## src/hw/vga_text_pkg.sv

```systemverilog
`default_nettype none

package vga_text_pkg;

	// horizontal timing in pixels
	localparam int h_visible = 640;
	localparam int h_front   = 16;
	localparam int h_sync    = 96;
	localparam int h_back    = 48;
	localparam int h_total   = h_visible + h_front + h_sync + h_back;

	// vertical timing in lines
	localparam int v_visible = 480;
	localparam int v_front   = 10;
	localparam int v_sync    = 2;
	localparam int v_back    = 33;
	localparam int v_total   = v_visible + v_front + v_sync + v_back;

	localparam int h_bits = $clog2(h_total);
	localparam int v_bits = $clog2(v_total);

	// character cells, last column is a single pixel wide
	localparam int cell_w      = 9;
	localparam int cell_h      = 16;
	localparam int cell_x_bits = $clog2(cell_w);
	localparam int cell_y_bits = $clog2(cell_h);
	localparam int text_cols   = (h_visible + cell_w - 1) / cell_w;
	localparam int text_rows   = v_visible / cell_h;
	localparam int col_bits    = $clog2(text_cols);
	localparam int row_bits    = $clog2(text_rows);
	localparam int char_bits   = 8;
	localparam int glyph_w     = 9;

	// text address is {row, col}, font address is {code, glyph row}
	localparam int text_addr_bits = row_bits + col_bits;
	localparam int font_addr_bits = char_bits + cell_y_bits;

	localparam int pix_latency  = 3;
	localparam int wb_adr_bits  = 14;
	localparam int wb_data_bits = 32;

	// bus regions on adr[13:12]
	localparam logic [1:0] region_text  = 2'd0;
	localparam logic [1:0] region_font  = 2'd1;
	localparam logic [1:0] region_color = 2'd2;
	localparam logic [1:0] region_none  = 2'd3;

	// colours are {r, g, b}
	localparam int                    color_bits = 24;
	localparam logic [color_bits-1:0] fg_reset   = 24'hff_ffff;
	localparam logic [color_bits-1:0] bg_reset   = 24'h00_0000;

endpackage

`default_nettype wire

```

## src/hw/wb_regs.sv

```systemverilog
`timescale 1ns/1ns
`default_nettype none

module wb_regs
	import vga_text_pkg::*;
(
	input  logic                      clk,
	input  logic                      rst_n,
	input  logic                      wb_cyc,
	input  logic                      wb_stb,
	input  logic                      wb_we,
	input  logic [wb_adr_bits-1:0]    wb_adr,
	input  logic [wb_data_bits-1:0]   wb_dat_w,
	output logic [wb_data_bits-1:0]   wb_dat_r,
	output logic                      wb_ack,
	output logic                      text_we,
	output logic                      font_we,
	output logic [text_addr_bits-1:0] bus_addr,
	output logic [glyph_w-1:0]        bus_wdata,
	input  logic [char_bits-1:0]      text_rdata,
	input  logic [glyph_w-1:0]        font_rdata,
	output logic [color_bits-1:0]     fg_color,
	output logic [color_bits-1:0]     bg_color
);

	logic [1:0] region;
	logic       req;
	logic [1:0] rd_region;
	logic       rd_bg;

	assign region = wb_adr[wb_adr_bits-1 -: 2];
	// new request only while ack is low
	assign req    = wb_cyc && wb_stb && !wb_ack;

	// RAM port A driven straight from the bus
	assign bus_addr  = wb_adr[text_addr_bits-1:0];
	assign bus_wdata = wb_dat_w[glyph_w-1:0];
	assign text_we   = req && wb_we && (region == region_text);
	assign font_we   = req && wb_we && (region == region_font);

	always_ff @(posedge clk) begin
		if (!rst_n) begin
			wb_ack <= 1'b0;
		end else begin
			wb_ack <= req;
		end
	end

	always_ff @(posedge clk) begin
		if (!rst_n) begin
			fg_color <= fg_reset;
			bg_color <= bg_reset;
		end else if (req && wb_we && (region == region_color)) begin
			if (wb_adr[0]) begin
				bg_color <= wb_dat_w[color_bits-1:0];
			end else begin
				fg_color <= wb_dat_w[color_bits-1:0];
			end
		end
	end

	// remember what the ack cycle returns
	always_ff @(posedge clk) begin
		if (!rst_n) begin
			rd_region <= region_none;
			rd_bg     <= 1'b0;
		end else if (req) begin
			rd_region <= region;
			rd_bg     <= wb_adr[0];
		end
	end

	always_comb begin
		wb_dat_r = '0;
		case (rd_region)
			region_text:  wb_dat_r[char_bits-1:0]  = text_rdata;
			region_font:  wb_dat_r[glyph_w-1:0]    = font_rdata;
			region_color: wb_dat_r[color_bits-1:0] = rd_bg ? bg_color : fg_color;
			default:      wb_dat_r = '0;
		endcase
	end

	// master holds cyc and stb until it sees ack
	ack_with_req: assert property (@(posedge clk) disable iff (!rst_n)
		wb_ack |-> (wb_cyc && wb_stb));
	// address, direction and write data stay put through the ack cycle
	req_held: assert property (@(posedge clk) disable iff (!rst_n)
		req |=> ($stable(wb_adr) && $stable(wb_we) && $stable(wb_dat_w)));

endmodule

`default_nettype wire

```

## config.mk

```make
export PLATFORM = sky130hd
export DESIGN_NAME = wb_regs
export DESIGN_NICKNAME = d
export VERILOG_FILES = /design/src/hw/vga_text_pkg.sv /design/src/hw/wb_regs.sv
export SDC_FILE = /design/constraint.sdc
export NUM_CORES = 1
export LEC_CHECK = 0
export BUFFER_PORTS_ARGS = -buffer_cell sky130_fd_sc_hd__buf_2
export CORE_ASPECT_RATIO = 0.5
export CORE_MARGIN = 10
export CORE_UTILIZATION = 44
export CTS_CLUSTER_DIAMETER = 50
export DETAILED_ROUTE_END_ITERATION = 7
export PLACE_DENSITY = 0.81
export REMOVE_ABC_BUFFERS = 1
export SETUP_SLACK_MARGIN = 0.15
export SLEW_MARGIN = 20
export SYNTH_ARGS = -nofsm -noshare
export SYNTH_HDL_FRONTEND = slang
export SYNTH_SLANG_ARGS = --single-unit
```

## constraint.sdc

```tcl
create_clock -name clk -period 2.12 [get_ports clk]
set_clock_uncertainty 0.15 [all_clocks]
set_input_delay 0 -clock clk [delete_from_list [all_inputs] [get_ports clk]]
set_output_delay 0 -clock clk [all_outputs]
set_load 0.01 [all_outputs]
```

After elaboration in Yosys (flattened, before gate mapping)
Cells that the tools add are included.

storage, ports and cells
  bits in registers = 52
  input port bits = 68
  output and inout bits = 104
  logic and storage cells = 25

operators by class
  eq/ne operators = 4
  muxes and demuxes = 4
  bitwise gates (word level) = 1
  reduce and logical (&&, ||, !) cells = 11

operators by type and width
  kind                                                                   count
  24-bit two-way mux                                                     1
  8-bit case mux with 3 select lines                                     1
  15-bit two-way mux                                                     1
  1-bit logical AND                                                      6
  2-bit by 1-bit equality test with 1-bit output, second input constant  2
  2-bit equality test, second input constant                             2
  2-bit logical NOT                                                      2
  2-bit AND reduction                                                    2
  1-bit case mux with 2 select lines                                     1
  1-bit logical NOT                                                      1
  1-bit NOT                                                              1

Depth between registers and ports, before layout
  depth after elaboration = 5
  gate-level depth with buffers = 5
  depth with buffers taken out = 4

Worst setup path after synthesis
OpenSTA, ideal clock, no wires.

  path type = reg-to-reg
  from = reg wb_ack
  to = reg fg_color[0]
  library setup time = 0.072 ns
  data arrival time = 1.427 ns
  required time = 1.898 ns
  path slack = 0.472 ns
  stages on the path, launching flop included = 6
  buffers on the path = 2
  clock period less this slack = 1.648 ns
  path through = dfxtp_1 > nand3b_4 > buf_6 > nor4_4 > buf_6 > mux2i_1

between the ends
  cells in the longest elaborated chain, start to end = 5

RTL lines
  item                             RTL line       text
  start: declaration               wb_regs.sv:15  output logic wb_ack,
  start signal: assignment         wb_regs.sv:45  wb_ack <= req;
  1-bit logical NOT                wb_regs.sv:33  assign req = wb_cyc && wb_stb && !wb_ack;
  1-bit logical AND                wb_regs.sv:33
  1-bit logical AND (2 in series)  wb_regs.sv:53  end else if (req && wb_we && (region == region_color)) begin
  2-bit AND reduction (no line)    --
  end signal: assignment           wb_regs.sv:51  fg_color <= fg_reset;
  end signal: assignment           wb_regs.sv:57  fg_color <= wb_dat_w[color_bits-1:0];
  end: declaration                 wb_regs.sv:22  output logic [color_bits-1:0] fg_color,

Every way passes these cells.
A chain may end at the register's enable or synchronous reset.

Worst setup path after layout
  from = reg rd_region[0]
  to = out wb_dat_r[0]

between the ends
  cells in the longest elaborated chain, start to end = 2
  elaborated cells between the ends (all ways) = 4
  classes of those cells = 2 x eq/ne; 1 x mux; 1 x reduce/logical

RTL lines
  item                                               RTL line       text
  start: declaration                                 wb_regs.sv:28  logic [1:0] rd_region;
  start signal: assignment                           wb_regs.sv:65  rd_region <= region_none;
  start signal: assignment                           wb_regs.sv:68  rd_region <= region;
  2-bit equality test, or another cell as far along  wb_regs.sv:75  case (rd_region)
  8-bit case mux with 3 select lines *               wb_regs.sv:75
  end: declaration                                   wb_regs.sv:14  output logic [wb_data_bits-1:0] wb_dat_r,

Mark *: on every way between the ends. The rest lies on a longest branch, timed or not.

==> out/results.tsv <==
metric	value	unit
outcome	finished, violations left	
violations	design-rule violations	
fin_crit	1.88	ns
dpl-instance-area	3430	um^2
powerDensity	547	nW/um^2
cts_tree	yes	
drtPass1Iterations	8	
cts_made_buffers	5	
dieArea	10400	um^2
vias	2798	
grt_pass1_vias	2785	
p_leak	0.00178	uW
ys_ff_latch	52	
worstSetupEndpointType	output port	
globalRouteOverflowTotal	0	
area_delta_synth_final	38.3	%
netlist_area	2900	um^2
gp_congestion	0.807	
final_cell_area	4010	um^2
core_area	6230	um^2
max-cap-violations	0	
fin_ws	0.244	ns
final_cells	563	
tns	0	ns
grt_start_max_net_pins	51	
start_util	0.465	
hold_viol	0	
synth_area_per_cell	8.75	um^2
dp.cells	512	
antenna_found_initial	2	
crit_arrival	1.73	ns
fmax	533	MHz
slew_violations	0	
synth_cells	331	
viasPerCell	4.97	
post-route-period-util	0.885	
rows	20	
hold_class	input port to flop	
crit_fanout	8	
clock_latency	0.28	ns
grt_pass1_wl	14600	um
drive_gt1_frac	0.345	
wl_per_cell	16.9	um
drc	1	
io_buffers	133	
synth_edf_count	0	
fp.dieH	77.4	um
ys.flop_type	dfxtp_1	
critical_path_class	flop to output port	
root_buffer	clkbuf_16	
seq_area_frac_synth	0.359	
pre_cts_ws	0.421	ns
cts_max_path_buffers	2	
crit_path_start_kind	flop	
worstPathRequired	1.97	ns
synthArstFlopShare	0	
die_x	135	um
grt_use_total	0.169	
dp.final_hpwl	6350	um
ir_drop	353	uV
clkTransAtPathRegs	0.07	ns
wirelength	9520	um
clock-sinks	52	
synth_cell_type_count	23	
finalPower	2190	uW
synth_warnings	0	
nFillCells	535	
ant_nets	0	
finalSetupViolations	0	
ctsHtreeMaxLevel	2	
nets	545	
rsz0062_at_grt	true	
drtIter0Drc	180	
io_pins	172	
## flip-flops by register name, indices dropped and copies added, names as in the netlist
name and cells:
bg_color 24, fg_color 24, rd_bg 1, rd_region 2
wb_ack 1
## power breakdown
group | switching (uW) | internal, uW
Clock | 360 | 470
Combinational | 185 | 179
Sequential | 12.3 | 986
Total | 557 | 1630
## path summary, 6_finish.rpt
kind,from,end,slack [ns],depth (start not counted)
min reg2reg,bg_color[20]$_SDFFE_PN0P_,bg_color[20]$_SDFFE_PN0P_,0.32,2
min,wb_cyc,rd_region[0]$_SDFFE_PN1P_,0.02,4
max reg2reg,wb_ack$_SDFF_PN0_,fg_color[4]$_SDFFE_PN1P_,0.55,4
max,rd_region[0]$_SDFFE_PN1P_,wb_dat_r[0],0.24,5
## cells by family after synthesis
logic type	Yosys count	synth area share
AND/OR/NAND/NOR	132	0.203
AO/OA/AOI/OAI	10	0.0328
buffers and inverters	57	0.123
other	1	0.00129
adder cells (fa/ha/maj)	5	0.0216
multiplexers	74	0.259
flip-flops	52	0.359
## timing repair
action,CTS,global route
hold buffers,41,0
resized for setup,1,3
pin swaps,0,1
setup endpoints to repair,6,3
hold endpoints to repair,63,0
buffers inserted,0,0
## worst max-delay path, cell delays in order (launching register included)
cell and delay, ns:
dfxtp_1 0.40, inv_1 0.11, ha_1 0.32, a222oi_1 0.34, nor2_1 0.10, buf_2 0.17
## cell usage in the layout (no fill, tap or decap), drive strengths merged, types with 2 or more instances in the layout
cell and instances:
nor2 58, a222oi 8, diode 2, nor3 3, dfxtp 52, mux2i 65
nor2b 16, inv 4, conb 8, ha 5, dlygate4sd3 41, buf 139
clkbuf 6, nand2 52, clkinvlp 2, mux2 9
## per-stage QoR
| stage | hold slack, ns | util |
|---|---|---|
| CTS | 0.0150 | 0.641 |
| global route | 0.0368 | 0.643 |
| global placement | -0.150 | 0.550 |
| detailed placement | -0.150 | 0.550 |
| floorplan | -0.150 | - |
| finish | 0.0173 | 0.643 |
## cells in the mapped netlist (2+ instances only)
library cell / instances / area share
mux2i_1: 65 / 0.22
nor2_1: 58 / 0.075
dfxtp_1: 52 / 0.36
nand2_1: 52 / 0.067
buf_4: 31 / 0.080
nor2b_1: 16 / 0.035
clkbuf_1: 13 / 0.017
mux2_2: 9 / 0.035
a222oi_1: 8 / 0.028
ha_1: 5 / 0.022
buf_1: 3 / 0.0039
buf_2: 3 / 0.0052
buf_6: 3 / 0.012
inv_1: 3 / 0.0039
nor3_1: 2 / 0.0035
## area by class of cell
type	count	area, um^2	area share
multi-input combinational	229	1530	0.382
timing repair buffer	180	1150	0.286
sequential	52	1040	0.261
clock buffer	6	139	0.0347
tap	88	110	0.0275
clock inverter	2	15.0	0.00375
inverter	4	15.0	0.00375
antenna	2	5.00	0.00125
## metal layers
layer  track usage  wire length [um]  up-vias
li1              -                 -     1349
met1         0.162              3430     1321
met2         0.327              5200       94
met3        0.0405               487       34
met4        0.0929               391        0
met5             0                 0        -
Note: power is estimated with default switching activity, not from simulation.
