`src/hw/vga_text_pkg.sv`:
```
`default_nettype none

package vga_text_pkg;

	// horizontal timing in pixels
	localparam int h_visible = 640;
	localparam int h_front   = 16;
	localparam int h_sync    = 96;
	localparam int h_back    = 48;
	localparam int h_total   = h_visible + h_front + h_sync + h_back;

	// vertical timing in lines
	localparam int v_visible = 480;
	localparam int v_front   = 10;
	localparam int v_sync    = 2;
	localparam int v_back    = 33;
	localparam int v_total   = v_visible + v_front + v_sync + v_back;

	localparam int h_bits = $clog2(h_total);
	localparam int v_bits = $clog2(v_total);

	// character cells, last column is a single pixel wide
	localparam int cell_w      = 9;
	localparam int cell_h      = 16;
	localparam int cell_x_bits = $clog2(cell_w);
	localparam int cell_y_bits = $clog2(cell_h);
	localparam int text_cols   = (h_visible + cell_w - 1) / cell_w;
	localparam int text_rows   = v_visible / cell_h;
	localparam int col_bits    = $clog2(text_cols);
	localparam int row_bits    = $clog2(text_rows);
	localparam int char_bits   = 8;
	localparam int glyph_w     = 9;

	// text address is {row, col}, font address is {code, glyph row}
	localparam int text_addr_bits = row_bits + col_bits;
	localparam int font_addr_bits = char_bits + cell_y_bits;

	localparam int pix_latency  = 3;
	localparam int wb_adr_bits  = 14;
	localparam int wb_data_bits = 32;

	// bus regions on adr[13:12]
	localparam logic [1:0] region_text  = 2'd0;
	localparam logic [1:0] region_font  = 2'd1;
	localparam logic [1:0] region_color = 2'd2;
	localparam logic [1:0] region_none  = 2'd3;

	// colours are {r, g, b}
	localparam int                    color_bits = 24;
	localparam logic [color_bits-1:0] fg_reset   = 24'hff_ffff;
	localparam logic [color_bits-1:0] bg_reset   = 24'h00_0000;

endpackage

`default_nettype wire

```
`src/hw/pixel_out.sv`:
```
`timescale 1ns/1ns
`default_nettype none

module pixel_out
	import vga_text_pkg::*;
(
	input  logic                  clk,
	input  logic                  rst_n,
	input  logic                  pix_on,
	input  logic                  s2_hsync,
	input  logic                  s2_vsync,
	input  logic                  s2_visible,
	input  logic [color_bits-1:0] fg_color,
	input  logic [color_bits-1:0] bg_color,
	output logic                  vga_hsync,
	output logic                  vga_vsync,
	output logic                  vga_blank_n,
	output logic [7:0]            vga_r,
	output logic [7:0]            vga_g,
	output logic [7:0]            vga_b
);

	logic [color_bits-1:0] color;

	// black during blanking
	always_comb begin
		if (!s2_visible) begin
			color = '0;
		end else if (pix_on) begin
			color = fg_color;
		end else begin
			color = bg_color;
		end
	end

	always_ff @(posedge clk) begin
		if (!rst_n) begin
			vga_hsync   <= 1'b1;
			vga_vsync   <= 1'b1;
			vga_blank_n <= 1'b0;
			vga_r       <= '0;
			vga_g       <= '0;
			vga_b       <= '0;
		end else begin
			vga_hsync   <= s2_hsync;
			vga_vsync   <= s2_vsync;
			vga_blank_n <= s2_visible;
			vga_r       <= color[23:16];
			vga_g       <= color[15:8];
			vga_b       <= color[7:0];
		end
	end

endmodule

`default_nettype wire

```
`config.mk`:
```
export PLATFORM = sky130hd
export DESIGN_NAME = pixel_out
export DESIGN_NICKNAME = d
export VERILOG_FILES = /design/src/hw/vga_text_pkg.sv /design/src/hw/pixel_out.sv
export SDC_FILE = /design/constraint.sdc
export NUM_CORES = 1
export LEC_CHECK = 0
export ABC_CLOCK_PERIOD_IN_PS = 800
export BUFFER_PORTS_ARGS = -buffer_cell sky130_fd_sc_hd__buf_4
export CAP_MARGIN = 20
export CORE_UTILIZATION = 33
export DETAILED_ROUTE_END_ITERATION = 10
export GPL_TIMING_DRIVEN = 0
export PLACE_DENSITY = 0.74
export SLEW_MARGIN = 10
export SYNTH_ARGS = -nofsm -noshare
export SYNTH_HDL_FRONTEND = slang
export SYNTH_SLANG_ARGS = --single-unit
```
`constraint.sdc`:
```
create_clock -name clk -period 0.8 [get_ports clk]
set_clock_uncertainty 0.05 [all_clocks]
set_input_delay 0.2 -clock clk [delete_from_list [all_inputs] [get_ports clk]]
set_output_delay 0.2 -clock clk [all_outputs]
set_load 0.005 [all_outputs]
```
Word-level counts from Yosys, hierarchy flattened
Cells that the tools add are included.
{"block": "classes", "reduce_logical": 1, "muxes": 1}
{"op": "two-way mux 24 bit", "n": 1}
{"op": "AND reduction 2 bit", "n": 1}
{"block": "totals", "out_inout_bits": 27, "input_bits": 54, "word_cells": 8, "register_bits": 27}

Longest topological paths before layout
Gate-level depths: netlist (run 1).
{"block": "logic_depth", "word_depth": 1, "depth_mapped": 4, "ltp_nobuf": 2}

Least setup slack after synthesis (run 1)
No wires, ideal clock.
{"block": "synth_path", "path_type": "input-to-reg", "startpoint": "in pix_on", "endpoint": "reg vga_r[7]", "path_stages": 4, "path_slack_ns": -0.034, "t_arrival_ns": 0.665, "n_path_buf": 2, "t_required_ns": 0.631, "setup_time_ns": 0.119, "cell_sequence": "buf_6 > buf_12 > mux2i_1 > nor2_1"}
{"block": "synth_between", "elab_chain_cells": 1}
{"item": "start, declared", "line_no": "pixel_out.sv:9", "source": "input logic pix_on,"}
{"item": "two-way mux 24 bit", "line_no": "pixel_out.sv:29", "source": "end else if (pix_on) begin"}
{"item": "end signal, assigned", "line_no": "pixel_out.sv:48", "source": "vga_r <= color[23:16];"}
{"item": "end, declared", "line_no": "pixel_out.sv:18", "source": "output logic [7:0] vga_r,"}
Every way passes these cells.
A chain may end at the register's enable or synchronous reset.

Final worst setup path (run 1)
{"block": "layout_path", "startpoint": "reg vga_b[0]", "endpoint": "out vga_b[0]"}
{"item": "start, declared", "line_no": "pixel_out.sv:20", "source": "output logic [7:0] vga_b"}
{"item": "start signal, assigned", "line_no": "pixel_out.sv:50", "source": "vga_b <= color[7:0];"}
No word-level cell between the ends.

==> results of run 1 <==
## per-stage QoR
| step | TNS [ps] | cell area [µm²] | power, mW | hold WS (ps) |
|---|---|---|---|---|
| after floorplan | -117 | 961 | 1.64 | 223 |
| after global placement | -4000 | 1590 | 1.94 | 343 |
| after detailed placement | -4340 | 1590 | 1.95 | 342 |
| after CTS | -6040 | 1670 | 2.54 | 1.63 |
| after global routing | -6760 | 1730 | 2.68 | 57.3 |
| final | -5560 | 1730 | 2.53 | 57.8 |
## cell type report
class / count / share of cell area
Timing Repair Buffer: 82 / 0.395
Tap cell: 31 / 0.0224
Multi-Input combinational cell: 51 / 0.200
Clock buffer: 4 / 0.0152
Inverter: 1 / 0.00217
Sequential cell: 27 / 0.324
Buffer: 5 / 0.0405
## metal layers
metal  GRT usage  routed length [µm]  vias up  share of wire
li1            -                   -      443              -
met1       0.162                 863      401           0.37
met2       0.277                1260       45           0.54
met3      0.0233                 155        4          0.067
met4      0.0857                  41        0          0.018
met5           0                   0        -              0
## report_power, final
part           internal [mW]  leakage, nW  switching (mW)  total, mW
Clock                  0.195       0.0150           0.368      0.562
Sequential              1.42        0.228          0.0239       1.44
Combinational          0.366        0.650           0.160      0.527
Total                   1.98        0.893           0.552       2.53
## sequential cells by signal (all words and copies together), names as in the netlist
signal       flops
vga_blank_n      1
vga_hsync        1
vga_vsync        1
vga_r            8
vga_g            8
vga_b            8
## path summary, 6_finish.rpt
path / start / to / slack, ps / depth (start not counted)
setup / recovery: vga_b[0] / vga_b[0] / -210 / 1
hold / removal: bg_color[9] / vga_g[1] / 60 / 3
## logic make-up after synthesis
kind of cell,Yosys count,synth area share
buf+inv,6,0.0683
mux,24,0.252
simple gates,27,0.112
flops,27,0.568
## cell usage in the layout, fill, tap and decap left out
cell type,count
buf_4,63
mux2i_1,24
nor2_1,24
buf_6,16
dfxtp_2,16
dfxtp_1,11
buf_12,3
clkbuf_4,3
dlygate4sd3_1,3
buf_2,2
nand2b_1,2
nand2_1,1
inv_1,1
clkbuf_1,1
## repair_timing
action,in CTS,in global routing
endpoints found under the setup margin,27,27
resized for setup,14,18
endpoints found under the hold margin,2,1
hold buffers,2,1
==> results.md, run 1 <==
* Crit path cell chain: buf_6
* Async set or reset register ratio after synthesis at 0
* Setup ws final at -213 ps
* Vias post-DR at 893
* Dominant synthesized flop cell: dfxtp_1
* CP peak stage delay at 350 ps
* Max-cap violations at 0
* Pwr dens at 1460 mW/mm²
* Required @ worst endpoint at 550 ps
* GRT Total Usage at 0.151
* Dpl cells at 194
* Worst-Margin Slew at 197 ps
* Io pins at 81
* Number of H-tree levels at 1
* Post-synth top area share at 0.568
* Bufs and invs on worst path at 1
* Die Wd at 55.7 µm
* Synth warn at 0
* Count leader, synth: dfxtp_1
* Multi-input logic area at 347 µm²
* Global route overflow at 0
* First-pass GRT wire length at 3710 µm
* Vias per std cell at 4.44
* Clk buf depth at 2
* Number of port buffers at 79
* DIE AREA at 0.00310 mm²
* Pin count of the biggest net entering global routing at 15
* Num CTS Buffers at 3
* Final Max Slew Viols at 0
* Post-DP HPWL at 1790 µm
* Max frequency at 0.987 GHz
* Placement row count at 19
* Ant diodes at 0
* Final-report hold violation count at 0
* Failing checks: setup timing
* Period utilization at 1.27
* CP Launch Type: register
* Commonest cells in the netlist: dfxtp_1, mux2i_1, nor2_1
* # clock sinks at 27
* Vias in the first global route at 849
* Flip-flop and latch area at 561 µm²
* Period minus WS final at 1010 ps
* Detailed Routing Iterations Pass 1 at 2
* Filler Cells Inserted at 237
* Delay-heaviest family, CP: flip-flops
* Core area at 0.00273 mm²
* Cell Area, Synth at 952 µm²
* Root Buffer: clkbuf_4
* Share of cells above drive strength 1 at 0.606
* Worst setup EP type: primary output
* Clock transition at the registers of the reported paths at 140 ps
* Final setup violation count at 29
* Starting density of the core at 0.348
* Worst EP arrival at 760 ps
* Synth top area cells: dfxtp_1, mux2i_1, nor2_1
* Initial drt markers at 11
* Worst vdd ir at 1.12 mV
* Sequential cell area fraction in the yosys report at 0.568
* Crit path kind: register to primary output
* Area grow syn2layout at 81.6%
* Yosys cell types at 9
* Class of the worst hold path: input pin to register
* Synth area leader: dfxtp_1
* DRC violations left at 0
* EDFF count, synth at 0
* Syn Inst Count at 84
* Initial antenna violation count at 0
* Worst slew margin at 0.865
* Seq cells post-synth at 27
* Place WS at -229 ps
* Worst-path fanout max at 1
* Nets at 225
* Avg Cell Area, Syn at 11.3 µm²
* Final Non-Filler Cells at 201
* Utilization after layout at 0.632
* Syn Nets at 138
* RSZ-0062 raised after global routing: yes
* Critical path's slowest cell: dfxtp_2
* Post-route antenna net violation count at 0
* Leak pwr at 0.893 nW
* Die Height at 55.7 µm
* Post-CTS setup buffers at 0
* Status: finished with violations
* CTS tree: done
* Routability cong. at 0.716
* Avg WL per Cell at 11.5 µm
* DRT Wirelength at 2320 µm
Power figures use the tool's default switching activity.
==> inputs of run 2 (changes only) <==
Settings changed: ABC_AREA from default to 1, CORE_UTILIZATION 33 to 35, PLACE_DENSITY 0.74 to 0.75, REMOVE_ABC_BUFFERS from default to 1.
==> results.md, run 2 <==
* Final Max Slew Viols at 0 (unchanged)
* Synth warn at 0 (unchanged)
* Number of port buffers at 80 (was 79)
* Worst-Margin Slew at 447 ps (was 197 ps)
* Worst slew margin at 0.702 (was 0.865)
* Crit path kind: register to primary output (unchanged)
* CTS tree: done (unchanged)
* Worst hold slack at 35.5 ps (was 57.8 ps)
* Delay-heaviest family, CP: flip-flops (unchanged)
* Class of the worst hold path: input pin to register (unchanged)
* Worst vdd ir at 0.741 mV (was 1.12 mV)
* EDFF count, synth at 0 (unchanged)
* DRT Wirelength at 2470 µm (was 2320 µm)
* Avg WL per Cell at 9.10 µm (was 11.5 µm)
* Crit path cell chain: buf_6 (unchanged)
* Placement row count at 19 (unchanged)
* Die Height at 57.1 µm (was 55.7 µm)
* Starting density of the core at 0.378 (was 0.348)
* Vias post-DR at 1115 (was 893)
* Detailed Routing Iterations Pass 1 at 7 (was 2)
* Pin count of the biggest net entering global routing at 49 (was 15)
* Synth top area cells: dfxtp_1, nand2_1, nor2_1 (was dfxtp_1, mux2i_1, nor2_1)
* Yosys cell types at 7 (was 9)
* Flip-flop and latch area at 566 µm² (was 561 µm²)
* Synth area leader: dfxtp_1 (unchanged)
* RSZ-0062 raised after global routing: yes (unchanged)
* Vias per std cell at 4.11 (was 4.44)
* First-pass GRT wire length at 3880 µm (was 3710 µm)
* Post-CTS setup buffers at 0 (unchanged)
* Compound-Gate Fraction of Synth Area at 0 (unchanged)
* Final-report hold violation count at 0 (unchanged)
* # clock sinks at 27 (unchanged)
* Post-route antenna net violation count at 0 (unchanged)
* Final setup violation count at 27 (was 29)
* Cell Area, Synth at 0.00106 mm² (was 952 µm²)
* Bufs and invs on worst path at 1 (unchanged)
* Critical path's slowest cell: dfxtp_2 (unchanged)
* Period minus WS final at 1020 ps (was 1010 ps)
* Nets at 295 (was 225)
* Number of H-tree levels at 1 (unchanged)
* Sequential cell area fraction in the yosys report at 0.509 (was 0.568)
* Worst setup EP type: primary output (unchanged)
* Utilization after layout at 0.645 (was 0.632)
* Num CTS Buffers at 3 (unchanged)
* Routability cong. at 0.639 (was 0.716)
* Post-Synth Adder-Cell Area at 0 (unchanged)
* Filler Cells Inserted at 239 (was 237)
* Setup ws final at -219 ps (was -213 ps)
* Clock transition at the registers of the reported paths at 140 ps (about the same)
* Worst EP arrival at 770 ps (was 760 ps)
* Dominant synthesized flop cell: dfxtp_1 (unchanged)
* Status: finished with violations (unchanged)
* Core area at 0.00281 mm² (was 0.00273 mm²)
* Share of cells above drive strength 1 at 0.438 (was 0.606)
* Async set or reset register ratio after synthesis at 0 (unchanged)
* Io pins at 81 (unchanged)
* Max-cap violations at 0 (unchanged)
* Vias in the first global route at 957 (was 849)
* Clk buf depth at 2 (unchanged)
* Pwr dens at 1410 mW/mm² (was 1460 mW/mm²)
* Root Buffer: clkbuf_4 (unchanged)
* Period utilization at 1.27 (about the same)
* Count leader, synth: nand2_1 (was dfxtp_1)
* CP Launch Type: register (unchanged)
* Place WS at -207 ps (was -229 ps)
* Leak pwr at 1.03 nW (was 0.893 nW)
* Synth Area in Simple Gates at 0.350 (was 0.112)
* Commonest cells in the netlist: nand2_1, nor2_1, dfxtp_1, inv_1, buf_4 (was dfxtp_1, mux2i_1, nor2_1)
* CP peak stage delay at 350 ps (about the same)
* Most common cell after layout, fill and taps aside: buf_4 (unchanged)
* Required @ worst endpoint at 550 ps (about the same)
* Global route overflow at 0 (unchanged)
* Post-synth top area share at 0.509 (was 0.568)
* Biggest regs: vga_b (8), vga_g (8), vga_r (8) (unchanged)
* Seq cells post-synth at 27 (unchanged)
* Syn Inst Count at 160 (was 84)
* DIE AREA at 0.00326 mm² (was 0.00310 mm²)
* Final Power at 2.55 mW (was 2.53 mW)
* Multi-input logic area at 372 µm² (was 347 µm²)
* Failing checks: DRC, setup timing (was setup timing)
* Die Wd at 57.1 µm (was 55.7 µm)
* Final Non-Filler Cells at 271 (was 201)
* Worst-path fanout max at 1 (unchanged)
* Avg Cell Area, Syn at 6.63 µm² (was 11.3 µm²)
* Most frequent cells in the layout: buf_4, nand2_1, nor2_1, inv_1 (was buf_4, mux2i_1, nor2_1, buf_6, dfxtp_2)
* Max frequency at 0.981 GHz (was 0.987 GHz)
* Xor and xnor area share after synthesis at 0 (unchanged)
* Initial antenna violation count at 0 (unchanged)
* Main combinational cell family by area after synthesis: simple AND/OR/NAND/NOR gates (was multiplexers)
* Area grow syn2layout at 70.6% (was 81.6%)
* Post-DP HPWL at 1620 µm (was 1790 µm)
* Initial drt markers at 41 (was 11)
* DRC violations left at 12 (was 0)
* Mux cell area share after synthesis at 0 (was 0.252)
* GRT Total Usage at 0.151 (about the same)
* Ant diodes at 0 (unchanged)
* Dpl cells at 264 (was 194)
run 2: changes by cell type in the layout (fill, tap and decap cells not counted), moves of 2 or more:
cell      delta
buf_12       -3
buf_2        -2
buf_4        -3
buf_6        +4
dfxtp_1      -4
dfxtp_2      +4
inv_1       +25
mux2i_1     -24
nand2_1     +50
nand2b_1     -2
nor2_1      +24
run 2: path summary, 6_finish.rpt:
| kind | start | end | slack [ps] | cells past startpoint |
|---|---|---|---|---|
| max | vga_b[2] | vga_b[2] | -220 | 1 |
| min | bg_color[16] | vga_r[0] | 40 | 3 |
run 2: what timing repair did:
item,CTS,global route
setup endpoints to repair,27,27
hold buffers,3,0
resized for setup,10,30
hold endpoints to repair,2,0
run 2: logic make-up after synthesis:
family	after synthesis
and+or+nand+nor	99
buffers and inverters	34
DFF	27
run 2: layout make-up:
cell class	count	share of cell area
Timing Repair Buffer	83	0.390
Inverter	27	0.0560
Clock inverter	1	0.00276
Sequential cell	27	0.312
Clock buffer	3	0.0124
Tap cell	31	0.0214
Multi-Input combinational cell	99	0.205
run 2: through the flow:
step	instance area [µm²]	setup TNS, ps
floorplan	1010	0
global placement	1650	-4280
detailed placement	1650	-4440
CTS	1740	-6190
global route	1810	-7110
finish	1810	-5740
run 2: power by group:
| group | total (mW) | switching (mW) | internal [mW] |
|---|---|---|---|
| registers | 1.45 | 0.0271 | 1.42 |
| clock network | 0.575 | 0.388 | 0.187 |
| logic | 0.528 | 0.193 | 0.335 |
run 2: per-layer routing:
metal  track usage  share of wire  vias to the layer above
li1              -              -                      608
met1         0.168           0.37                      461
met2         0.266           0.53                       44
met3        0.0476          0.093                        2
met4        0.0627         0.0053                        0
met5             0              0                        -
