## config.mk

```make
export PLATFORM = sky130hd
export DESIGN_NAME = vga_timing
export DESIGN_NICKNAME = d
export VERILOG_FILES = /design/src/hw/vga_text_pkg.sv /design/src/hw/vga_timing.sv
export SDC_FILE = /design/constraint.sdc
export NUM_CORES = 1
export LEC_CHECK = 0
export ABC_CLOCK_PERIOD_IN_PS = 2900
export BUFFER_PORTS_ARGS = -buffer_cell sky130_fd_sc_hd__buf_4
export CORE_UTILIZATION = 37
export DETAILED_ROUTE_END_ITERATION = 8
export MAX_ROUTING_LAYER = met4
export PLACE_DENSITY_LB_ADDON = 0.12
export SLEW_MARGIN = 40
export SYNTH_ARGS = -nofsm -noshare
export SYNTH_HDL_FRONTEND = slang
export SYNTH_SLANG_ARGS = --single-unit
```

## constraint.sdc

```tcl
create_clock -name clk -period 2.9 [get_ports clk]
set_input_delay 0.58 -clock clk [delete_from_list [all_inputs] [get_ports clk]]
set_output_delay 0.58 -clock clk [all_outputs]
set_load 0.03 [all_outputs]
```

## src/hw/vga_text_pkg.sv

```systemverilog
`default_nettype none

package vga_text_pkg;

	// horizontal timing in pixels
	localparam int h_visible = 640;
	localparam int h_front   = 16;
	localparam int h_sync    = 96;
	localparam int h_back    = 48;
	localparam int h_total   = h_visible + h_front + h_sync + h_back;

	// vertical timing in lines
	localparam int v_visible = 480;
	localparam int v_front   = 10;
	localparam int v_sync    = 2;
	localparam int v_back    = 33;
	localparam int v_total   = v_visible + v_front + v_sync + v_back;

	localparam int h_bits = $clog2(h_total);
	localparam int v_bits = $clog2(v_total);

	// character cells, last column is a single pixel wide
	localparam int cell_w      = 9;
	localparam int cell_h      = 16;
	localparam int cell_x_bits = $clog2(cell_w);
	localparam int cell_y_bits = $clog2(cell_h);
	localparam int text_cols   = (h_visible + cell_w - 1) / cell_w;
	localparam int text_rows   = v_visible / cell_h;
	localparam int col_bits    = $clog2(text_cols);
	localparam int row_bits    = $clog2(text_rows);
	localparam int char_bits   = 8;
	localparam int glyph_w     = 9;

	// text address is {row, col}, font address is {code, glyph row}
	localparam int text_addr_bits = row_bits + col_bits;
	localparam int font_addr_bits = char_bits + cell_y_bits;

	localparam int pix_latency  = 3;
	localparam int wb_adr_bits  = 14;
	localparam int wb_data_bits = 32;

	// bus regions on adr[13:12]
	localparam logic [1:0] region_text  = 2'd0;
	localparam logic [1:0] region_font  = 2'd1;
	localparam logic [1:0] region_color = 2'd2;
	localparam logic [1:0] region_none  = 2'd3;

	// colours are {r, g, b}
	localparam int                    color_bits = 24;
	localparam logic [color_bits-1:0] fg_reset   = 24'hff_ffff;
	localparam logic [color_bits-1:0] bg_reset   = 24'h00_0000;

endpackage

`default_nettype wire

```

## src/hw/vga_timing.sv

```systemverilog
`timescale 1ns/1ns
`default_nettype none

module vga_timing
	import vga_text_pkg::*;
(
	input  logic                   clk,
	input  logic                   rst_n,
	output logic [col_bits-1:0]    cell_col,
	output logic [row_bits-1:0]    cell_row,
	output logic [cell_x_bits-1:0] cell_x,
	output logic [cell_y_bits-1:0] cell_y,
	output logic                   hsync_raw,
	output logic                   vsync_raw,
	output logic                   visible
);

	logic [h_bits-1:0] h_cnt;
	logic [v_bits-1:0] v_cnt;
	logic              line_end;
	logic              frame_end;

	assign line_end  = (h_cnt == h_bits'(h_total - 1));
	assign frame_end = line_end && (v_cnt == v_bits'(v_total - 1));

	// raw pixel and line position
	always_ff @(posedge clk) begin
		if (!rst_n) begin
			h_cnt <= '0;
			v_cnt <= '0;
		end else begin
			if (line_end) begin
				h_cnt <= '0;
			end else begin
				h_cnt <= h_cnt + 1'b1;
			end
			if (frame_end) begin
				v_cnt <= '0;
			end else if (line_end) begin
				v_cnt <= v_cnt + 1'b1;
			end
		end
	end

	// column and pixel-in-cell restart every line
	always_ff @(posedge clk) begin
		if (!rst_n) begin
			cell_x   <= '0;
			cell_col <= '0;
		end else if (line_end) begin
			cell_x   <= '0;
			cell_col <= '0;
		end else if (cell_x == cell_x_bits'(cell_w - 1)) begin
			cell_x   <= '0;
			cell_col <= cell_col + 1'b1;
		end else begin
			cell_x <= cell_x + 1'b1;
		end
	end

	// row and line-in-cell step once per line
	always_ff @(posedge clk) begin
		if (!rst_n) begin
			cell_y   <= '0;
			cell_row <= '0;
		end else if (frame_end) begin
			cell_y   <= '0;
			cell_row <= '0;
		end else if (line_end) begin
			if (cell_y == cell_y_bits'(cell_h - 1)) begin
				cell_y   <= '0;
				cell_row <= cell_row + 1'b1;
			end else begin
				cell_y <= cell_y + 1'b1;
			end
		end
	end

	// syncs are active low
	assign hsync_raw = !((h_cnt >= h_bits'(h_visible + h_front)) &&
		(h_cnt < h_bits'(h_visible + h_front + h_sync)));
	assign vsync_raw = !((v_cnt >= v_bits'(v_visible + v_front)) &&
		(v_cnt < v_bits'(v_visible + v_front + v_sync)));
	assign visible   = (h_cnt < h_bits'(h_visible)) && (v_cnt < v_bits'(v_visible));

	cell_x_range: assert property (@(posedge clk) disable iff (!rst_n)
		cell_x < cell_x_bits'(cell_w));
	// incremental row tracking must agree with v_cnt / 16 on visible lines
	cell_row_sync: assert property (@(posedge clk) disable iff (!rst_n)
		(v_cnt < v_bits'(v_visible)) |->
		((int'(cell_row) * cell_h + int'(cell_y)) == int'(v_cnt)));
	// incremental column tracking must agree with h_cnt / 9
	cell_col_sync: assert property (@(posedge clk) disable iff (!rst_n)
		(int'(cell_col) * cell_w + int'(cell_x)) == int'(h_cnt));

endmodule

`default_nettype wire

```

# Word level (Yosys, flattened, before mapping)
# Index checks and enable logic that the tools add are counted.
# totals
regBits	40
latchBits	0
ramBits	0
romBits	0
in_bits	2
output_inout_bits	23
elab_cells	34
n_memories	0
# classes
addsub	6
n_mul	0
n_div	0
order_cmp	6
n_eq_ne	4
n_shift	0
mux	1
bitwise	1
reduce_logical	10
# ops
cell	count
10-bit by 1-bit adder with 10-bit output, second input constant	2
10-bit equality test, second input constant	2
10-bit less-than comparator, second input constant	2
10-bit by 9-bit less-than comparator with 1-bit output, second input constant	2
10-bit greater-or-equal comparator, second input constant	1
10-bit by 9-bit greater-or-equal comparator with 1-bit output, second input constant	1
4-bit by 1-bit adder with 4-bit output, second input constant	2
4-bit equality test, second input constant	2
7-bit by 1-bit adder with 7-bit output, second input constant	1
5-bit by 1-bit adder with 5-bit output, second input constant	1
1-bit logical AND	4
4-bit two-way mux	1
2-bit OR reduction	2
3-bit OR reduction	1
1-bit zero test	2
2-bit AND reduction	1
1-bit NOT	1

# Logic depth before layout (Yosys ltp)
# Gate-level depths: netlist of the first run.
# logic_depth
depth_word	3
ltp_mapped	8
depth_no_buf	6

# Least setup slack after synthesis of the first run
# OpenSTA, ideal clock, no wires.
# synth_timing
path_type	register -> output
startpoint	register v_cnt[0]
endpoint	output port vsync_raw
arrival_ns	1.128
t_required_ns	2.320
setup_slack_ns	1.192
path_stages_with_launch	4
path_cell_list	dfxtp_1 > inv_1 > ha_1 > o2111ai_1
# synth_between
elab_chain_len	3
elab_cells_between_ends	4
classes_between	2 x order compare; 2 x reduce/logical
# synth_rtl
element	line_no	rtl
start, declared	vga_timing.sv:19	logic [v_bits-1:0] v_cnt;
start signal, assigned	vga_timing.sv:40	v_cnt <= v_cnt + 1'b1;
10-bit by 9-bit greater-or-equal comparator with 1-bit output or 10-bit by 9-bit less-than comparator with 1-bit output (tied branches)	vga_timing.sv:82, vga_timing.sv:83	
1-bit logical AND *	vga_timing.sv:82	assign vsync_raw = !((v_cnt >= v_bits'(v_visible + v_front)) &&
1-bit zero test *	vga_timing.sv:82	
end, declared	vga_timing.sv:14	output logic vsync_raw,
# Every way passes the cells marked *; elsewhere a longest branch is shown, timed or not.

# Worst setup path after layout of the first run
# layout_timing
startpoint	register h_cnt[0]
endpoint	register cell_y[3]
# layout_between
elab_chain_len	3
# layout_rtl
element	line_no	rtl
start, declared	vga_timing.sv:18	logic [h_bits-1:0] h_cnt;
start signal, assigned	vga_timing.sv:35	h_cnt <= h_cnt + 1'b1;
10-bit equality test *	vga_timing.sv:23	assign line_end = (h_cnt == h_bits'(h_total - 1));
1-bit logical AND	vga_timing.sv:24	assign frame_end = line_end && (v_cnt == v_bits'(v_total - 1));
2-bit OR reduction (no source line)	--	
end signal, assigned	vga_timing.sv:74	cell_y <= cell_y + 1'b1;
end, declared	vga_timing.sv:12	output logic [cell_y_bits-1:0] cell_y,
# Marked as above.
# A chain may end at the register's enable or synchronous reset.

==> results of run 1 <==
-- path summary, 6_finish.rpt --
kind	from	to	slack [ns]	cells past startpoint
max	h_cnt[0]	cell_y[3]	0.74	5
min reg2reg	h_cnt[0]	h_cnt[0]	0.48	1
min	h_cnt[0]	h_cnt[0]	0.48	1
max reg2reg	h_cnt[0]	cell_y[3]	0.74	5
-- area by class of cell --
class	instances	area, um2
multi-input combinational	156	1030
fill	502	2620
clock buffer	7	96.3
tap	67	83.8
timing repair buffer	24	180
inverter	9	33.8
sequential	40	801
-- metrics by stage --
stage	instance area (um2)	worst slack [ns]	util (%)	cells	total power, uW
after global routing	2230	0.534	45.9	303	1040
after global placement	2130	0.821	43.9	296	616
after floorplan	1910	1.19	-	212	603
final	2230	0.741	45.9	303	995
after detailed placement	2130	0.744	43.9	296	617
after CTS	2230	0.715	45.9	303	1010
-- sequential cells by signal, indices dropped and copies added (netlist names) --
name / flops
h_cnt: 10
v_cnt: 10
cell_col: 7
cell_row: 5
cell_x: 4
cell_y: 4
-- routing by layer --
layer | track usage (%) | share of wire [%] | routed length (um) | up-vias
met3 | 2.88 | 2.7 | 95 | 4
met2 | 22.0 | 44 | 1540 | 17
met4 | 6.41 | 1.5 | 52 | 0
met5 | - | 0 | 0 | -
li1 | - | - | - | 769
met1 | 20.7 | 52 | 1850 | 698
-- cells by family (layout without fill, tap and decap cells) --
| kind of cell | count (synthesis) | count (layout) |
|---|---|---|
| mux | 4 | 4 |
| simple gates | 99 | 99 |
| flops | 40 | 40 |
| compound gates | 19 | 19 |
| xor+xnor | 24 | 24 |
| buf+inv | 16 | 40 |
| fa+ha+maj | 10 | 10 |
-- power by group through the flow --
stage	registers, uW	clock network [uW]	logic [uW]
finish	564	392	39.0
global route	565	428	45.5
CTS	564	408	40.0
detailed placement	577	0	39.9
global placement	577	0	39.1
floorplan	582	0	20.7
-- synth_stat cells --
master     instances  area share [%]
nor4bb_1           1            0.52
and3b_1            1            0.46
xor2_1            13             6.0
nor4b_1            1            0.46
nand3_1            8             2.1
or3_1              6             2.0
nor3_1             5             1.3
dfxtp_1           40              42
clkbuf_2           1            0.26
ha_1              10             6.5
nand3b_1           1            0.39
and2_1             3            0.98
or4_1              2            0.79
nand4b_1           1            0.46
nand3_2            1            0.52
nand4_1            9             2.9
nor2_1            30             5.9
buf_2              3            0.79
nor3b_4            1            0.98
and4_1             3             1.4
nand2_1           16             3.1
o31ai_1            2            0.79
nand4_2            1            0.65
buf_6              1            0.59
a21oi_1            9             2.4
o21ai_0            6             1.6
o21ai_4            1            0.85
mux2i_1            4             2.1
nor2b_1            2            0.65
inv_1              9             1.8
o2111ai_1          1            0.46
buf_4              2            0.79
and3_1             5             1.6
and4b_1            2             1.0
xnor2_1           11             5.0
==> metrics.md, run 1 <==
| Metric | Value |
|---|---|
| Ant diodes | `0` |
| Crit-path cells | `ha_1 -> and4_1 -> nand3_2 -> or4_1 -> a21oi_1` |
| Critical Path RT | `3.11 ns` |
| Hold buffer count at cts | `0` |
| # Max-Cap Violations | `0` |
| Mapped Nets | `~220` |
| Xor/xnor cell area share of the yosys netlist | `11.0%` |
| Setup TNS | `0 ns` |
| Max stage delay on crit path | `0.55 ns` |
| # setup viols final | `0` |
| Internal Power | `782 uW` |
| Die Height | `around 74 um` |
| Max-slew headroom | `64.4%` |
| Setup Fix Bufs, Post-CTS | `0` |
| Clk Latency, worst-skew pair | `0.28 ns` |
| Vias | `1,488` |
| Layout area overhead | `16.4%` |
| Post-Synthesis Mean Instance Area | `9.02 um2` |
| Fmax | `around 460 MHz` |
| Final WL | `3530 um` |
| CP max stage cell | `or4_1` |
| Number of global-route vias before repair | `1,381` |
| Tot GR Track Use | `15.2%` |
| Largest family of logic cells by synthesized area | `simple AND/OR/NAND/NOR gates` |
| Clk network pwr share | `between 30% and 40%` |
| Vias per cell | `4.91` |
| Port buffer count | `24` |
| Mux cell area share after synthesis | `2.09%` |
| Global-route wire length before repair | `6260 um` |
| Slew @ Worst Pin | `0.532 ns` |
| Crit end category | `register` |
| Crit-path max FO | `11` |
| Final net count | `248` |
| Die width | `around 74 um` |
| TritonCTS clock tree | `done` |
| CP Launch Type | `register` |
| Synth Area in Simple Gates | `between 20% and 30%` |
| Crit Path Class | `register to register` |
| Lkg Pwr | `0.000897 uW` |
| Pwr Density | `447 nW/um2` |
| Switching share of total power | `21.4%` |
| Sequential Power Share | `56.7%` |
| Adder-cell area share of the yosys netlist | `between 6 and 7%` |
| Clock buffer depth | `2` |
| Netlist cell types | `35` |
| Gr ovfl total | `0` |
| DP HPWL | `2500 um` |
| Clock sinks | `40` |
| Most common cell after layout, fill and taps aside | `dfxtp_1` |
| Synthesized flop and latch total | `40` |
| DR pass1 iterations | `5` |
| FP Rows | `25` |
| H-Tree Depth | `2` |
| # IOs | `25` |
| Post-CTS sizing | `0` |
| Fin Hold WS | `0.480 ns` |
| Kind of cell adding the most delay to the critical path | `simple AND/OR/NAND/NOR gates` |
| Tcrit/Tclk final | `74.4%` |
| Die area | `5460 um2` |
| CP bufs+invs | `0` |
| Largest net degree at the start of global routing | `20` |
| Final clock skew | `0.00355 ns` |
| Remaining routing DRC violations | `0` |
| Crit path DAT | `2.37 ns` |
| GP Congestion | `0.696` |
| Min cycle time layout | `2.16 ns` |
| Starting density of the core | `39.4%` |
| Logic pwr share | `3.9%` |
| Final slew viol count | `0` |
| Wire per inst | `between 10 and 15 um` |
| Clock-pin slew on the worst setup and hold paths | `0.07 ns` |
| Core Area | `slightly below 5000 um2` |
| Worst hold-check path type | `register to register` |
| Maximum vdd ir drop | `0.275 mV` |
| Most frequent cells in the layout | `dfxtp_1 (40), nor2_1 (30), buf_4 (24)` |
| Routed Antenna Nets | `0` |
| RSZ-0062 raised after global routing | `false` |
| Clock buffer count from CTS | `5` |
| Iter 0 DRT Violations | `63` |
| Warnings, synthesis | `0` |
| CTS root buffer | `clkbuf_8` |
| Final Hold Fails | `0` |
| Post-synthesis sequential area ratio | `41.9%` |
| Initial antenna violation count | `0` |
| Status | `finished clean` |
| Switching power | `213 uW` |
| Post-synthesis cell count | `about 210` |
| Synthesized cell area | `around 1900 um2` |
| Complex-gate fraction of the synthesized area | `6.02%` |
| Ratio of cells with drive above 1 in the final layout | `14.8%` |
Note: power is estimated with default switching activity, not from simulation.
==> run 2, diff against run 1 <==
--- a/config.mk
+++ b/config.mk
@@ -5,7 +5,7 @@
 export SDC_FILE = /design/constraint.sdc
 export NUM_CORES = 1
 export LEC_CHECK = 0
-export ABC_CLOCK_PERIOD_IN_PS = 2900
+export ABC_CLOCK_PERIOD_IN_PS = 1850
 export BUFFER_PORTS_ARGS = -buffer_cell sky130_fd_sc_hd__buf_4
 export CORE_UTILIZATION = 37
 export DETAILED_ROUTE_END_ITERATION = 8
==> constraint.sdc (replaced) <==
create_clock -name clk -period 1.85 [get_ports clk]
set_input_delay 0.37 -clock clk [delete_from_list [all_inputs] [get_ports clk]]
set_output_delay 0.37 -clock clk [all_outputs]
set_load 0.03 [all_outputs]
==> run 2 against run 1 <==
  * Clock skew rose by 0.0025 ns
  * Critical path depth rose by 1
  * Combinational power rose by 100%
  * Final area rose by 5.7%
  * Maximum frequency rose by 23%
  * Sequential share of layout area fell by 1.9 points
  * Worst hold slack got worse by 0.12 ns
  * Die area did not move
  * Total power rose by 56%
  * Critical endpoint is now v_cnt[8]
  * Largest cell class unchanged
  * Largest power group unchanged
==> metrics.md, run 2 (synthesis gave the netlist of run 1 again) <==
| Metric | Value |
|---|---|
| Initial antenna violation count | `0 (unchanged)` |
| CTS root buffer | `clkbuf_8` |
| Min cycle time layout | `1.75 ns (-0.408 ns)` |
| Setup Fix Bufs, Post-CTS | `0 (unchanged)` |
| Max-slew headroom | `83.4% (+19 points)` |
| Crit Path Class | `register to register` |
| CP max stage cell | `or4_1` |
| Die width | `73.9 um (unchanged)` |
| # setup viols final | `0 (unchanged)` |
| Final clock skew | `0.00609 ns (+0.00254 ns)` |
| Most common cell after layout, fill and taps aside | `dfxtp_1` |
| Clk Latency, worst-skew pair | `0.29 ns (about the same)` |
| Clock buffer count from CTS | `5 (unchanged)` |
| Global-route wire length before repair | `6470 um (+3.3%)` |
| Worst hold-check path type | `primary input to register` |
| Wire per inst | `11.6 um (-0.56%)` |
| Final WL | `3690 um (+4.4%)` |
| FP Rows | `25 (unchanged)` |
| Final worst setup slack | `0.0995 ns (-0.642 ns)` |
| H-Tree Depth | `2 (unchanged)` |
| Top flop regs | `h_cnt x10, v_cnt x10, cell_col x7` |
| Place WS | `0.0839 ns (-0.660 ns)` |
| Iter 0 DRT Violations | `49 (-22%)` |
| Most frequent cells in the layout | `dfxtp_1 (40), buf_4 (36), nor2_1 (30)` |
| Reg2Reg Depth | `6 (+1)` |
| Largest net degree at the start of global routing | `20 (unchanged)` |
| Met3 wire length | `130 um (+37%)` |
| Length of routed met2 wiring | `1630 um (+5.9%)` |
| Port buffer count | `24 (unchanged)` |
| Met1 wire length | `1890 um (+2.1%)` |
| DP HPWL | `2700 um (+8.3%)` |
| Die Height | `73.9 um (unchanged)` |
| Finished Layout Cells | `318 (+5.0%)` |
| Core Area | `4850 um2 (unchanged)` |
| Final slew viol count | `0 (unchanged)` |
| Critical Path RT | `2.08 ns (-1.03 ns)` |
| Crit path DAT | `1.98 ns (-0.39 ns)` |
| GP Congestion | `0.706 (+1.5%)` |
| Top Layer Used | `met4` |
| Maximum vdd ir drop | `0.373 mV (+35%)` |
| CP Launch Type | `register` |
| Vias per cell | `4.84 (-1.5%)` |
| Final Hold Fails | `0 (unchanged)` |
| Hold path cells | `2 (+1)` |
| Crit-path cells | `ha_1 -> and4_4 -> buf_4 -> nand4_2 -> or4_1 -> a21oi_1` |
| Fmax | `571 MHz (+23%)` |
| TritonCTS clock tree | `done` |
| Crit-path max FO | `5 (-6)` |
| Setup TNS | `0 ns (unchanged)` |
| Cells after DPL | `310 (+4.7%)` |
| Slew @ Worst Pin | `0.246 ns (-0.286 ns)` |
| # Max-Cap Violations | `0 (unchanged)` |
| Tcrit/Tclk final | `94.6% (+20 points)` |
| # IOs | `25 (unchanged)` |
| Ratio of cells with drive above 1 in the final layout | `19.5% (+4.7 points)` |
| Vias | `1,539 (+3.4%)` |
| Number of global-route vias before repair | `1,460 (+5.7%)` |
| RSZ-0062 raised after global routing | `false` |
| Ant diodes | `0 (unchanged)` |
| Seq. cell area | `801 um2 (unchanged)` |
| Area of the multi-input gates | `1030 um2 (+0.24%)` |
| Pwr Density | `661 nW/um2 (+48%)` |
| Tot GR Track Use | `16.1% (+0.86 points)` |
| Layout area overhead | `23.0%` |
| Crit end category | `register` |
| Routed Antenna Nets | `0 (unchanged)` |
| Clock sinks | `40 (unchanged)` |
| Filler cell count | `510 (+1.6%)` |
| Max stage delay on crit path | `0.43 ns (-0.12 ns)` |
| DR pass1 iterations | `4 (-1)` |
| Lkg Pwr | `0.000972 uW (+8.4%)` |
| Remaining routing DRC violations | `0 (unchanged)` |
| Final net count | `262 (+5.6%)` |
| Die area | `5460 um2 (unchanged)` |
| Status | `finished clean` |
| Gr ovfl total | `0 (unchanged)` |
| Clock-pin slew on the worst setup and hold paths | `0.07 ns (about the same)` |
| Clock buffer depth | `2 (unchanged)` |
| Starting density of the core | `39.4% (unchanged)` |
-- run 2: cell count changes in the layout (fill, tap and decap cells not counted) --
cell and delta:
and4_1 -1, buf_4 +12, buf_12 +2, and4_4 +1, clkbuf_8 -1, clkbuf_1 +2
-- run 2: per-stage QoR --
| step | total power, uW | hold slack (ns) | area (um2) | utilization (%) |
|---|---|---|---|---|
| floorplan | 945 | 0.437 | 1910 | - |
| global route | 1630 | 0.352 | 2350 | 48.5 |
| CTS | 1580 | 0.354 | 2350 | 48.5 |
| global placement | 981 | 0.464 | 2260 | 46.6 |
| detailed placement | 982 | 0.465 | 2260 | 46.6 |
| finish | 1550 | 0.362 | 2350 | 48.5 |
-- run 2: final cells by class --
type	count	share of cell area, %
flip-flops and latches	40	34.0
repair buffers	38	13.2
multi-input cells	156	43.9
clock buffers	8	3.83
well taps	67	3.56
inverters	9	1.44
-- run 2: worst max-delay path: cells and delay by family, from the launching register on --
family	cells	cell delay, ns
DFF	1	0.33
buffers and inverters	1	0.14
adders and majority gates	1	0.21
AOI/OAI and AO/OA	1	0.14
and+or+nand+nor	3	0.87
-- run 2: per-layer routing --
layer | vias up | global-route usage (%)
li1 | 804 | -
met1 | 706 | 20.9
met2 | 23 | 23.8
met3 | 6 | 5.08
met4 | 0 | 5.13
met5 | - | -
-- run 2: final timing paths --
check | startpoint | end | slack [ns]
max reg2reg | h_cnt[0] | v_cnt[8] | 0.1
max | h_cnt[0] | v_cnt[8] | 0.1
min | rst_n | h_cnt[2] | 0.36
min reg2reg | cell_x[0] | cell_x[0] | 0.48
-- run 2: timing repair --
action / 4_1_cts / 5_1_grt
gates resized for setup: 0 / 2
hold buffers: 0 / 0
endpoints found under the setup margin: 0 / 2
-- run 2: power breakdown --
| group | switching, uW | internal [uW] | total [uW] |
|---|---|---|---|
| registers | 10.3 | 872 | 882 |
| clock network | 288 | 304 | 593 |
| logic | 44.4 | 35.2 | 79.6 |
| total | 343 | 1210 | 1550 |
